===== src/wave_meas_pkg.sv =====
// ----------------------------------------------------------
// widths, channel count and meter FSM states for the meter
// tick counts wrap at 2**time_w, so differences stay modular
// chan_w must be wide enough to index chan_num channels
// ----------------------------------------------------------
package wave_meas_pkg;

    // sizes
    localparam int chan_num = 2;        // wave channels
    localparam int time_w   = 32;       // tick count width
    localparam int cnt_w    = 16;       // edge count width
    localparam int chan_w   = 1;        // channel index width

    // a number of pll_clk ticks, wraps modulo 2**time_w
    typedef logic [time_w-1:0] tick_t;

    // a number of wave periods in one window
    typedef logic [cnt_w-1:0] edge_cnt_t;

    // channel index carried with each result
    typedef logic [chan_w-1:0] chan_t;

    // channel meter sequencer
    typedef enum logic [1:0] {
        idle    = 2'd0,     // after reset or after result taken
        armed   = 2'd1,     // n valid, waiting for start edge
        measure = 2'd2,     // window open, counting edges
        hold    = 2'd3      // result stable until taken
    } meter_state_t;

endpackage


===== src/wave_edge_sync.sv =====
// ----------------------------------------------------------
// two-flop synchronizer plus rising edge flag, per channel
// wave_sync lags wave_in by two pll_clk cycles
// no glitch filtering, a short pulse may be missed or passed
// ----------------------------------------------------------
`timescale 1ns/1ps

module wave_edge_sync (
    input  logic                               pll_clk,
    input  logic                               sys_rst_n,
    input  logic [wave_meas_pkg::chan_num-1:0] wave_in,     // async square waves
    output logic [wave_meas_pkg::chan_num-1:0] wave_sync,   // synchronized level
    output logic [wave_meas_pkg::chan_num-1:0] rise_pulse   // one cycle per rising edge
);

    logic [wave_meas_pkg::chan_num-1:0] meta_q;     // first stage, may be metastable
    logic [wave_meas_pkg::chan_num-1:0] sync_q;     // second stage, safe to use
    logic [wave_meas_pkg::chan_num-1:0] dly_q;      // previous sync level

    always_ff @(posedge pll_clk or negedge sys_rst_n) begin
        if (!sys_rst_n) begin
            meta_q <= '0;
            sync_q <= '0;
            dly_q  <= '0;
        end else begin
            meta_q <= wave_in;
            sync_q <= meta_q;
            dly_q  <= sync_q;   // edge reference
        end
    end

    assign wave_sync  = sync_q;
    assign rise_pulse = sync_q & ~dly_q;    // high in first high cycle

endmodule


===== src/wave_period_meter.sv =====
// ----------------------------------------------------------
// one channel: window of n periods from a start rising edge
// period is n*P ticks, high_time is n*H ticks
// n is sampled at the start edge; n == 0 keeps the meter idle
// result holds while done is high, waves meanwhile are skipped
// ----------------------------------------------------------
`timescale 1ns/1ps

module wave_period_meter (
    input  logic                      pll_clk,
    input  logic                      sys_rst_n,
    input  logic                      wave_sync,    // synchronized wave level
    input  logic                      rise_pulse,   // synchronized rising edge
    input  wave_meas_pkg::edge_cnt_t  n,            // periods per window
    input  logic                      taken,        // arbiter took the result
    output logic                      done,         // result waiting
    output wave_meas_pkg::tick_t      period,       // n periods in ticks
    output wave_meas_pkg::tick_t      high_time     // high ticks over n periods
);

    wave_meas_pkg::meter_state_t state;
    logic                        closing;       // extra cycle after the last edge
    wave_meas_pkg::tick_t        time_base;     // free running stamp source
    wave_meas_pkg::tick_t        start_stamp;
    wave_meas_pkg::tick_t        period_q;
    wave_meas_pkg::tick_t        high_q;
    wave_meas_pkg::edge_cnt_t    n_lat;         // n for the open window
    wave_meas_pkg::edge_cnt_t    edge_cnt;      // edges seen in window
    logic                        start_win;
    logic                        last_edge;
    logic                        count_en;

    assign start_win = (state == wave_meas_pkg::idle || state == wave_meas_pkg::armed) &&
                       rise_pulse && (n != '0);
    assign count_en  = (state == wave_meas_pkg::measure) && !closing;
    assign last_edge = count_en && rise_pulse &&
                       (edge_cnt == wave_meas_pkg::edge_cnt_t'(n_lat - 1'b1));

    always_ff @(posedge pll_clk or negedge sys_rst_n) begin
        if (!sys_rst_n) time_base <= '0;
        else            time_base <= time_base + 1'b1;  // wraps, diff stays valid
    end

    always_ff @(posedge pll_clk or negedge sys_rst_n) begin
        if (!sys_rst_n) begin
            state    <= wave_meas_pkg::idle;
            closing  <= 1'b0;
            edge_cnt <= '0;
            n_lat    <= '0;
        end else begin
            case (state)
                wave_meas_pkg::idle: begin
                    if (start_win)     state <= wave_meas_pkg::measure;
                    else if (n != '0)  state <= wave_meas_pkg::armed;
                end
                wave_meas_pkg::armed: begin
                    if (start_win)     state <= wave_meas_pkg::measure;
                    else if (n == '0)  state <= wave_meas_pkg::idle;   // n withdrawn
                end
                wave_meas_pkg::measure: begin
                    if (closing) begin
                        state   <= wave_meas_pkg::hold;
                        closing <= 1'b0;
                    end else if (last_edge) begin
                        closing <= 1'b1;    // period already latched
                    end
                end
                wave_meas_pkg::hold: begin
                    if (taken) state <= wave_meas_pkg::idle;
                end
                default: state <= wave_meas_pkg::idle;
            endcase
            if (start_win) begin
                edge_cnt <= '0;
                n_lat    <= n;      // n fixed for the window
            end else if (count_en && rise_pulse) begin
                edge_cnt <= edge_cnt + 1'b1;
            end
        end
    end

    // result registers, only meaningful while done
    always_ff @(posedge pll_clk) begin
        if (start_win) begin
            start_stamp <= time_base;
            high_q      <= '0;
        end else if (count_en && wave_sync) begin
            high_q <= high_q + 1'b1;    // includes the closing edge cycle
        end
        if (last_edge) period_q <= time_base - start_stamp;  // modular diff
    end

    assign done      = (state == wave_meas_pkg::hold);
    assign period    = period_q;
    assign high_time = high_q;

endmodule


===== src/wave_result_arbiter.sv =====
// ----------------------------------------------------------
// round robin between the two meters, four-phase req/ack out
// a new req only starts with req and ack both low
// output data holds from req rise until req falls
// ----------------------------------------------------------
`timescale 1ns/1ps

module wave_result_arbiter (
    input  logic                               pll_clk,
    input  logic                               sys_rst_n,
    input  logic [wave_meas_pkg::chan_num-1:0] done,        // meter results waiting
    input  wave_meas_pkg::tick_t               period_0,
    input  wave_meas_pkg::tick_t               high_0,
    input  wave_meas_pkg::tick_t               period_1,
    input  wave_meas_pkg::tick_t               high_1,
    output logic [wave_meas_pkg::chan_num-1:0] taken,       // one cycle grant to meter
    output logic                               res_req,
    input  logic                               res_ack,
    output wave_meas_pkg::chan_t               res_chan,
    output wave_meas_pkg::tick_t               res_period,
    output wave_meas_pkg::tick_t               res_high
);

    wave_meas_pkg::chan_t last_chan;    // last channel served
    wave_meas_pkg::chan_t next_chan;    // first in line this round
    wave_meas_pkg::chan_t sel_chan;
    wave_meas_pkg::tick_t sel_period;
    wave_meas_pkg::tick_t sel_high;
    logic                 grant;

    assign next_chan = wave_meas_pkg::chan_t'(last_chan + 1'b1);
    assign sel_chan  = done[next_chan] ? next_chan : last_chan;   // else the other one
    assign grant     = !res_req && !res_ack && (done != '0);      // port fully idle

    always_comb begin
        taken = '0;
        if (grant) taken[sel_chan] = 1'b1;
    end

    always_comb begin
        if (sel_chan == wave_meas_pkg::chan_t'(0)) begin
            sel_period = period_0;
            sel_high   = high_0;
        end else begin
            sel_period = period_1;
            sel_high   = high_1;
        end
    end

    // handshake and pointer
    always_ff @(posedge pll_clk or negedge sys_rst_n) begin
        if (!sys_rst_n) begin
            res_req   <= 1'b0;
            last_chan <= wave_meas_pkg::chan_t'(wave_meas_pkg::chan_num - 1);  // ch0 first
        end else if (grant) begin
            res_req   <= 1'b1;
            last_chan <= sel_chan;
        end else if (res_req && res_ack) begin
            res_req <= 1'b0;    // ack seen, wait for it to drop
        end
    end

    // output data, loaded only on grant so it holds under req
    always_ff @(posedge pll_clk) begin
        if (grant) begin
            res_chan   <= sel_chan;
            res_period <= sel_period;
            res_high   <= sel_high;
        end
    end

endmodule


===== src/square_wave_freq.sv =====
// ----------------------------------------------------------
// two channel square wave meter on pll_clk
// results are n*period and n*high ticks, consumer divides
// res_* follow a four-phase req/ack handshake
// ----------------------------------------------------------
`timescale 1ns/1ps

module square_wave_freq (
    input  logic                               pll_clk,
    input  logic                               sys_rst_n,
    input  logic [wave_meas_pkg::chan_num-1:0] wave_in,     // async waves
    input  wave_meas_pkg::edge_cnt_t           n,           // quasi static
    output logic                               res_req,
    input  logic                               res_ack,
    output wave_meas_pkg::chan_t               res_chan,
    output wave_meas_pkg::tick_t               res_period,
    output wave_meas_pkg::tick_t               res_high
);

    logic [wave_meas_pkg::chan_num-1:0] wave_sync;
    logic [wave_meas_pkg::chan_num-1:0] rise_pulse;
    logic [wave_meas_pkg::chan_num-1:0] done;
    logic [wave_meas_pkg::chan_num-1:0] taken;
    wave_meas_pkg::tick_t               period_0;
    wave_meas_pkg::tick_t               high_0;
    wave_meas_pkg::tick_t               period_1;
    wave_meas_pkg::tick_t               high_1;

    wave_edge_sync edge_sync_i (
        .pll_clk    (pll_clk),
        .sys_rst_n  (sys_rst_n),
        .wave_in    (wave_in),
        .wave_sync  (wave_sync),
        .rise_pulse (rise_pulse)
    );

    wave_period_meter meter_0 (
        .pll_clk    (pll_clk),
        .sys_rst_n  (sys_rst_n),
        .wave_sync  (wave_sync[0]),
        .rise_pulse (rise_pulse[0]),
        .n          (n),
        .taken      (taken[0]),
        .done       (done[0]),
        .period     (period_0),
        .high_time  (high_0)
    );

    wave_period_meter meter_1 (
        .pll_clk    (pll_clk),
        .sys_rst_n  (sys_rst_n),
        .wave_sync  (wave_sync[1]),
        .rise_pulse (rise_pulse[1]),
        .n          (n),
        .taken      (taken[1]),
        .done       (done[1]),
        .period     (period_1),
        .high_time  (high_1)
    );

    wave_result_arbiter arbiter_i (
        .pll_clk    (pll_clk),
        .sys_rst_n  (sys_rst_n),
        .done       (done),
        .period_0   (period_0),
        .high_0     (high_0),
        .period_1   (period_1),
        .high_1     (high_1),
        .taken      (taken),
        .res_req    (res_req),
        .res_ack    (res_ack),
        .res_chan   (res_chan),
        .res_period (res_period),
        .res_high   (res_high)
    );

endmodule


===== config.mk =====
export PLATFORM = sky130hd
export DESIGN_NAME = square_wave_freq
export DESIGN_NICKNAME = d
export VERILOG_FILES = /design/src/wave_meas_pkg.sv /design/src/wave_edge_sync.sv /design/src/wave_period_meter.sv /design/src/wave_result_arbiter.sv /design/src/square_wave_freq.sv
export SDC_FILE = /design/constraint.sdc
export NUM_CORES = 1
export LEC_CHECK = 0
export ABC_AREA = 1
export BUFFER_PORTS_ARGS = -buffer_cell sky130_fd_sc_hd__buf_2
export CORE_MARGIN = 2
export CORE_UTILIZATION = 40
export CTS_BUF_LIST = sky130_fd_sc_hd__clkbuf_8
export DETAILED_ROUTE_END_ITERATION = 10
export SLEW_MARGIN = 20
export SYNTH_ARGS = -nofsm -noshare
export SYNTH_HDL_FRONTEND = slang
export SYNTH_HIERARCHICAL = 1
export SYNTH_SLANG_ARGS = --single-unit

===== constraint.sdc =====
create_clock -name pll_clk -period 8.7 [get_ports pll_clk]
set_input_delay 1.74 -clock pll_clk [delete_from_list [all_inputs] [get_ports pll_clk]]
set_output_delay 1.74 -clock pll_clk [all_outputs]
set_load 0.05 [all_outputs]

# After elaboration in Yosys (flattened, before gate mapping)
# Index checks and enable logic that the tools add are counted.
[op_classes]
addsub = 11
order_cmp = 3
bitwise = 2
n_reduce_logical = 32
mux = 30
n_eq_ne = 16
[ops]
columns = ["cell", "n"]
rows = [
  ["$add A32 B1 Y32 const B", 4],
  ["$mux W16", 4],
  ["$mux W32", 2],
  ["$sub A32 B32 Y32", 2],
  ["$add A16 B1 Y16 const B", 2],
  ["$eq A16 B16 Y1", 2],
  ["$sub A16 B1 Y16 const B", 2],
  ["$mux W2", 11],
  ["$logic_and A1 B1 Y1", 16],
  ["$logic_not A16 Y1", 1],
  ["$pmux W2 S4", 2],
  ["$reduce_bool A16 Y1", 1],
  ["$ne A3 B2 Y1 const B", 4],
  ["$mux W1", 10],
  ["$eq A2 B2 Y1 const B", 4],
  ["$ne A2 B1 Y1 const B", 4],
  ["$reduce_and A4 Y1", 2],
  ["$reduce_bool A2 Y1", 4],
  ["$eq A2 B1 Y1 const B", 2],
  ["$logic_not A1 Y1", 4],
  ["$logic_not A2 Y1", 2],
  ["$lt A1 B2 Y1 const B", 2],
  ["$and A2 B2 Y2", 1],
  ["$logic_or A1 B1 Y1", 2],
  ["other kinds (4)", 4],
]
[word_totals]
out_inout_bits = 66
word_cells = 118
regBits = 399
in_bits = 21

# Depth between registers and ports, before layout
[logic_depth]
ltp_word = 11
ltp_mapped = 15
ltp_nobuf = 15

# Cells and area by module
# Netlist, hierarchy kept.
[by_module_without_submodules]
columns = ["module", "seq_area_each_um2", "instances", "area_per_inst_um2", "cells_per_inst"]
rows = [
  ["wave_period_meter (meter_1)", 4239.1, 1, 9691.8, 1253],
  ["wave_period_meter (meter_0)", 4239.1, 1, 9431.5, 1195],
  ["wave_result_arbiter", 2003.2, 1, 2947.8, 294],
  ["wave_edge_sync", 150.1, 1, 170.2, 10],
]

# Worst setup path after synthesis
# Ideal clock, no wire load.
[synth_timing]
path_type = "in2reg"
from = "input port res_ack"
to = "register meter_1.state[0]"
path_slack_ns = 3.351
stages = 10
n_path_buf = 0
arrival_ns = 5.232
setup_ns = 0.117
required_ns = 8.583
cell_sequence = "inv_1 > nand2_1 > nor2_1 > nand2_1 > inv_1 > o21ai_0 > inv_1 > nand2_1 > nand2_1 > nand2_1"
[synth_via]
elab_chain_cells = 6
[synth_rtl]
columns = ["element", "line_no", "text"]
rows = [
  ["start: declaration", "square_wave_freq.sv:14", "input logic res_ack,"],
  ["$logic_not A1 Y1", "wave_result_arbiter.sv:33", "assign grant = !res_req && !res_ack && (done != '0);"],
  ["$logic_and A1 B1 Y1 (2 in series)", "wave_result_arbiter.sv:33", ""],
  ["net arbiter_i.grant", "wave_result_arbiter.sv:29", "logic grant;"],
  ["$mux W2", "wave_result_arbiter.sv:37", "if (grant) taken[sel_chan] = 1'b1;"],
  ["net taken (one bit)", "square_wave_freq.sv:23", "logic [wave_meas_pkg::chan_num-1:0] taken;"],
  ["$ne A2 B1 Y1 (no source line)", "-", ""],
  ["$reduce_and A4 Y1 (no source line)", "-", ""],
  ["end signal: assignment", "wave_period_meter.sv:62", "state <= wave_meas_pkg::hold;"],
  ["end signal: assignment", "wave_period_meter.sv:69", "if (taken) state <= wave_meas_pkg::idle;"],
  ["end signal: assignment", "wave_period_meter.sv:71", "default: state <= wave_meas_pkg::idle;"],
  ["end: declaration", "wave_period_meter.sv:21", "wave_meas_pkg::meter_state_t state;"],
]
# The timed path passes the listed nets, and every way through them passes these cells.
# A chain may end at the register's enable or synchronous reset.

# Final worst setup path
[layout_timing]
from = "register arbiter_i.res_period[21]"
to = "output port res_period[21]"
[layout_rtl]
columns = ["element", "line_no", "text"]
rows = [
  ["start: declaration", "wave_result_arbiter.sv:20", "output wave_meas_pkg::tick_t res_period,"],
  ["start signal: assignment", "wave_result_arbiter.sv:67", "res_period <= sel_period;"],
  ["end: declaration", "square_wave_freq.sv:16", "output wave_meas_pkg::tick_t res_period,"],
]
# No word-level cell between the ends.

==> results by group <==
Floorplanning
  • Initial core utilization: 0.404
  • Die height: 240 microns
  • Top-Level Pins: 87
  • Std cell rows: 86
  • Die W: 240 microns
  • Core area: 55000 sq um
  • Die area: 57500 sq um

Timing
  • Fin. max-slew vios: 0
  • Fmax: 318 MHz
  • RSZ-0062 raised after global routing: false
  • Slew headroom: 0.403
  • Tcrit/Tclk final: 0.361
  • Setup violators final: 0
  • Minimum clock period after layout: 3.14 ns
  • Fin Setup TNS: 0 ns
  • Tightest Pin Transition: 0.896 ns
  • Hold Fails Final Rpt: 0
  • Final Skew: 0.0336 ns

Routing
  • DRT Wirelength: 57800 microns
  • Remaining antenna violation count: 0
  • Initial DRC Count: 1272
  • Avg WL per Cell: 15.7 microns
  • Via density: 4.99
  • TritonRoute pass-1 iters: 5
  • DRC viols: 0
  • Vias: 18429

CTS
  • Total CTS buffers: 73
  • Root buf cell: clkbuf_8
  • Clk buf depth: 3
  • CTS tree: built
  • Hold Buf Count CTS: 0
  • Post-CTS Setup Bufs: 0
  • Clock sinks: 399
  • Clock Pin Slew Worst Setup and Hold Paths: 0.06 ns
  • Count of cells resized by post-cts repair: 0
  • H-tree depth: 3
  • Worst-Skew Late Latency: 0.66 ns

Cells and area
  • Fin cells: 3694
  • Fill cells: 5443
  • Synth-to-layout area growth: 12.1%
  • Multi-input logic area: 10100 sq um
  • Layout cell share with drive strength beyond 1: 0.0937
  • Nets@finish: 2982
  • Register Area: 10600 sq um

Synth
  • Synth warn: 6
  • Predominant post-synthesis flop cell: edfxtp_1
  • Cells after Synth: 2752
  • Net Count, Synth: 2845
  • Post-synth EDFFs: 193
  • Synth cell types: 53
  • Synth Area per Inst: 8.08 sq um
  • Cell Area, Synth: 22200 sq um
  • Yosys reg bits: 399
  • Post-synthesis sequential area ratio: 0.478
  • Ys async rst share: 0.356

Critical path
  • Slowest cell on crit path: edfxtp_1
  • Worst setup EP type: output pin
  • CP Launch Point: arbiter_i/res_period[21]$_DFFE_PP_
  • R2r startpoint: meter_0/time_base[0]$_DFF_PN0_
  • Cell family with most CP delay: flip-flops
  • Worst Path Max Fanout: 1
  • Worst setup SP type: flop
  • Worst Path Buf+Inv: 1
  • CP Cell Sequence: buf_2
  • Worst setup path class: reg2out
  • Crit path DAT: 1.40 ns
  • CP peak stage delay: 0.45 ns
  • Worst path required time: 6.96 ns

Power
  • Power Dens Cells: 168 nW/um^2
  • Worst ir drop on vdd: 0.0960 mV
  • Leak pwr: 12.1 nW

Run status
  • Status: finished clean

GRT
  • Number of global-route vias before repair: 18038
  • Initial antenna violation count: 1
  • Largest net degree at the start of global routing: 77
  • GRT Resource Usage Total: 0.205
  • Grt total ovfl: 0
  • Global-route wire length before repair: 93700 microns

Place
  • Dpl cells: 3562
  • # port buffers: 86
  • HPWL after DPL: 43600 microns
  • Gpl congestion: 0.929

Job
  • Max Cap Violations: 0

Hold path
  • Hold crit path type: reg2reg
  • Hold_sp: edge_sync_i/meta_q[1]$_DFF_PN0_
[cells by family (layout without fill, tap and decap cells)]
family / after synthesis / in the layout / share of synthesized area
and+or+nand+nor: 1439 / 1439 / 0.279
DFF: 399 / 399 / 0.478
buffers and inverters: 395 / 588 / 0.0708
AOI/OAI and AO/OA: 303 / 303 / 0.0740
xor gates and xnor gates: 144 / 144 / 0.0567
adders and majority gates: 72 / 72 / 0.0412
other: 0 / 1 / 0
[per-layer routing]
layer  wire, microns  up-vias  share of wire  track usage
met3            2960       99          0.051       0.0312
met2           25700      448           0.45        0.326
met1           27700     8665           0.48        0.285
met5               0        -              0            0
li1                -     9217              -            -
met4            1440        0          0.025       0.0697
[where the power goes]
| part | switching (mW) | internal [mW] | total, mW |
|---|---|---|---|
| combinational | 0.178 | 0.108 | 0.286 |
| sequential | 0.0970 | 2.03 | 2.13 |
| clock | 0.820 | 0.961 | 1.78 |
[final timing paths]
kind                                                 endpoint  slack [ns]  cells past startpoint
setup / recovery                               res_period[21]        5.56                      1
hold / removal             edge_sync_i/wave_sync[1]$_DFF_PN0_        0.37                      0
setup reg to reg                 meter_0/period[30]$_DFFE_PP_        5.85                     11
hold reg to reg            edge_sync_i/wave_sync[1]$_DFF_PN0_        0.37                      0
max in group asynchronous     meter_1/time_base[30]$_DFF_PN0_        6.15                      2
min in group asynchronous       meter_1/n_lat[15]$_DFFE_PN0P_        1.13                      1
[area by class of cell]
| cell class | instances | share of cell area |
|---|---|---|
| antenna | 1 | 0.000100 |
| clock buffer | 82 | 0.0453 |
| clock inverter | 49 | 0.0127 |
| inverter | 361 | 0.0544 |
| multi-input combinational | 1958 | 0.403 |
| sequential | 399 | 0.426 |
| tap | 748 | 0.0375 |
| timing repair buffer | 96 | 0.0205 |
[layout by cell type, fill, tap and decap left out, types with 82 or more instances in the layout]
cell and n:
a21oi_1 136, buf_2 85, clkbuf_8 82, dfrtp_1 141, edfxtp_1 193, inv_1 380
nand2_1 830, nand3_1 133, nor2_1 270, o21ai_0 116, xor2_1 106
[synth_stat cells, types with 9 or more instances]
library cell / count / area, sq um
nand2_1: 831 / 3120
inv_1: 353 / 1330
nor2_1: 272 / 1020
edfxtp_1: 193 / 5800
dfrtp_1: 141 / 3530
a21oi_1: 136 / 681
nand3_1: 134 / 671
o21ai_0: 116 / 581
xor2_1: 106 / 928
ha_1: 70 / 876
dfxtp_1: 64 / 1280
nor3_1: 57 / 285
nand4_1: 51 / 319
xnor2_1: 38 / 333
nand3b_1: 17 / 128
nor2_2: 15 / 93.8
buf_2: 12 / 60.1
clkbuf_1: 12 / 45.0
nand2_2: 11 / 68.8
nor3_2: 11 / 110
nor4_1: 11 / 68.8
o21a_1: 11 / 82.6
o21bai_1: 11 / 82.6
buf_6: 10 / 113
a21o_1: 9 / 67.6
nor2_4: 9 / 101
[stage by stage]
step / hold slack [ns] / worst slack (ns) / area [sq um] / utilization / power, mW
finish: 0.367 / 5.56 / 24900 / 0.454 / 4.20
global route: 0.379 / 5.51 / 24900 / 0.454 / 4.39
CTS: 0.370 / 5.50 / 24900 / 0.453 / 4.26
detailed placement: 0.335 / 5.08 / 23500 / 0.427 / 2.45
global placement: 0.341 / 5.11 / 23500 / 0.427 / 2.44
floorplan: 0.331 / 3.35 / 22200 / - / 2.35
[state kept, by name, indices dropped and copies added (netlist names), 16 cells and up]
| signal | cells |
|---|---|
| arbiter_i/res_high | 32 |
| arbiter_i/res_period | 32 |
| meter_0/edge_cnt | 16 |
| meter_0/high_time | 32 |
| meter_0/n_lat | 16 |
| meter_0/period | 32 |
| meter_0/start_stamp | 32 |
| meter_0/time_base | 32 |
| meter_1/edge_cnt | 16 |
| meter_1/high_time | 32 |
| meter_1/n_lat | 16 |
| meter_1/period | 32 |
| meter_1/start_stamp | 32 |
| meter_1/time_base | 32 |
Note: power is estimated with default switching activity, not from simulation.
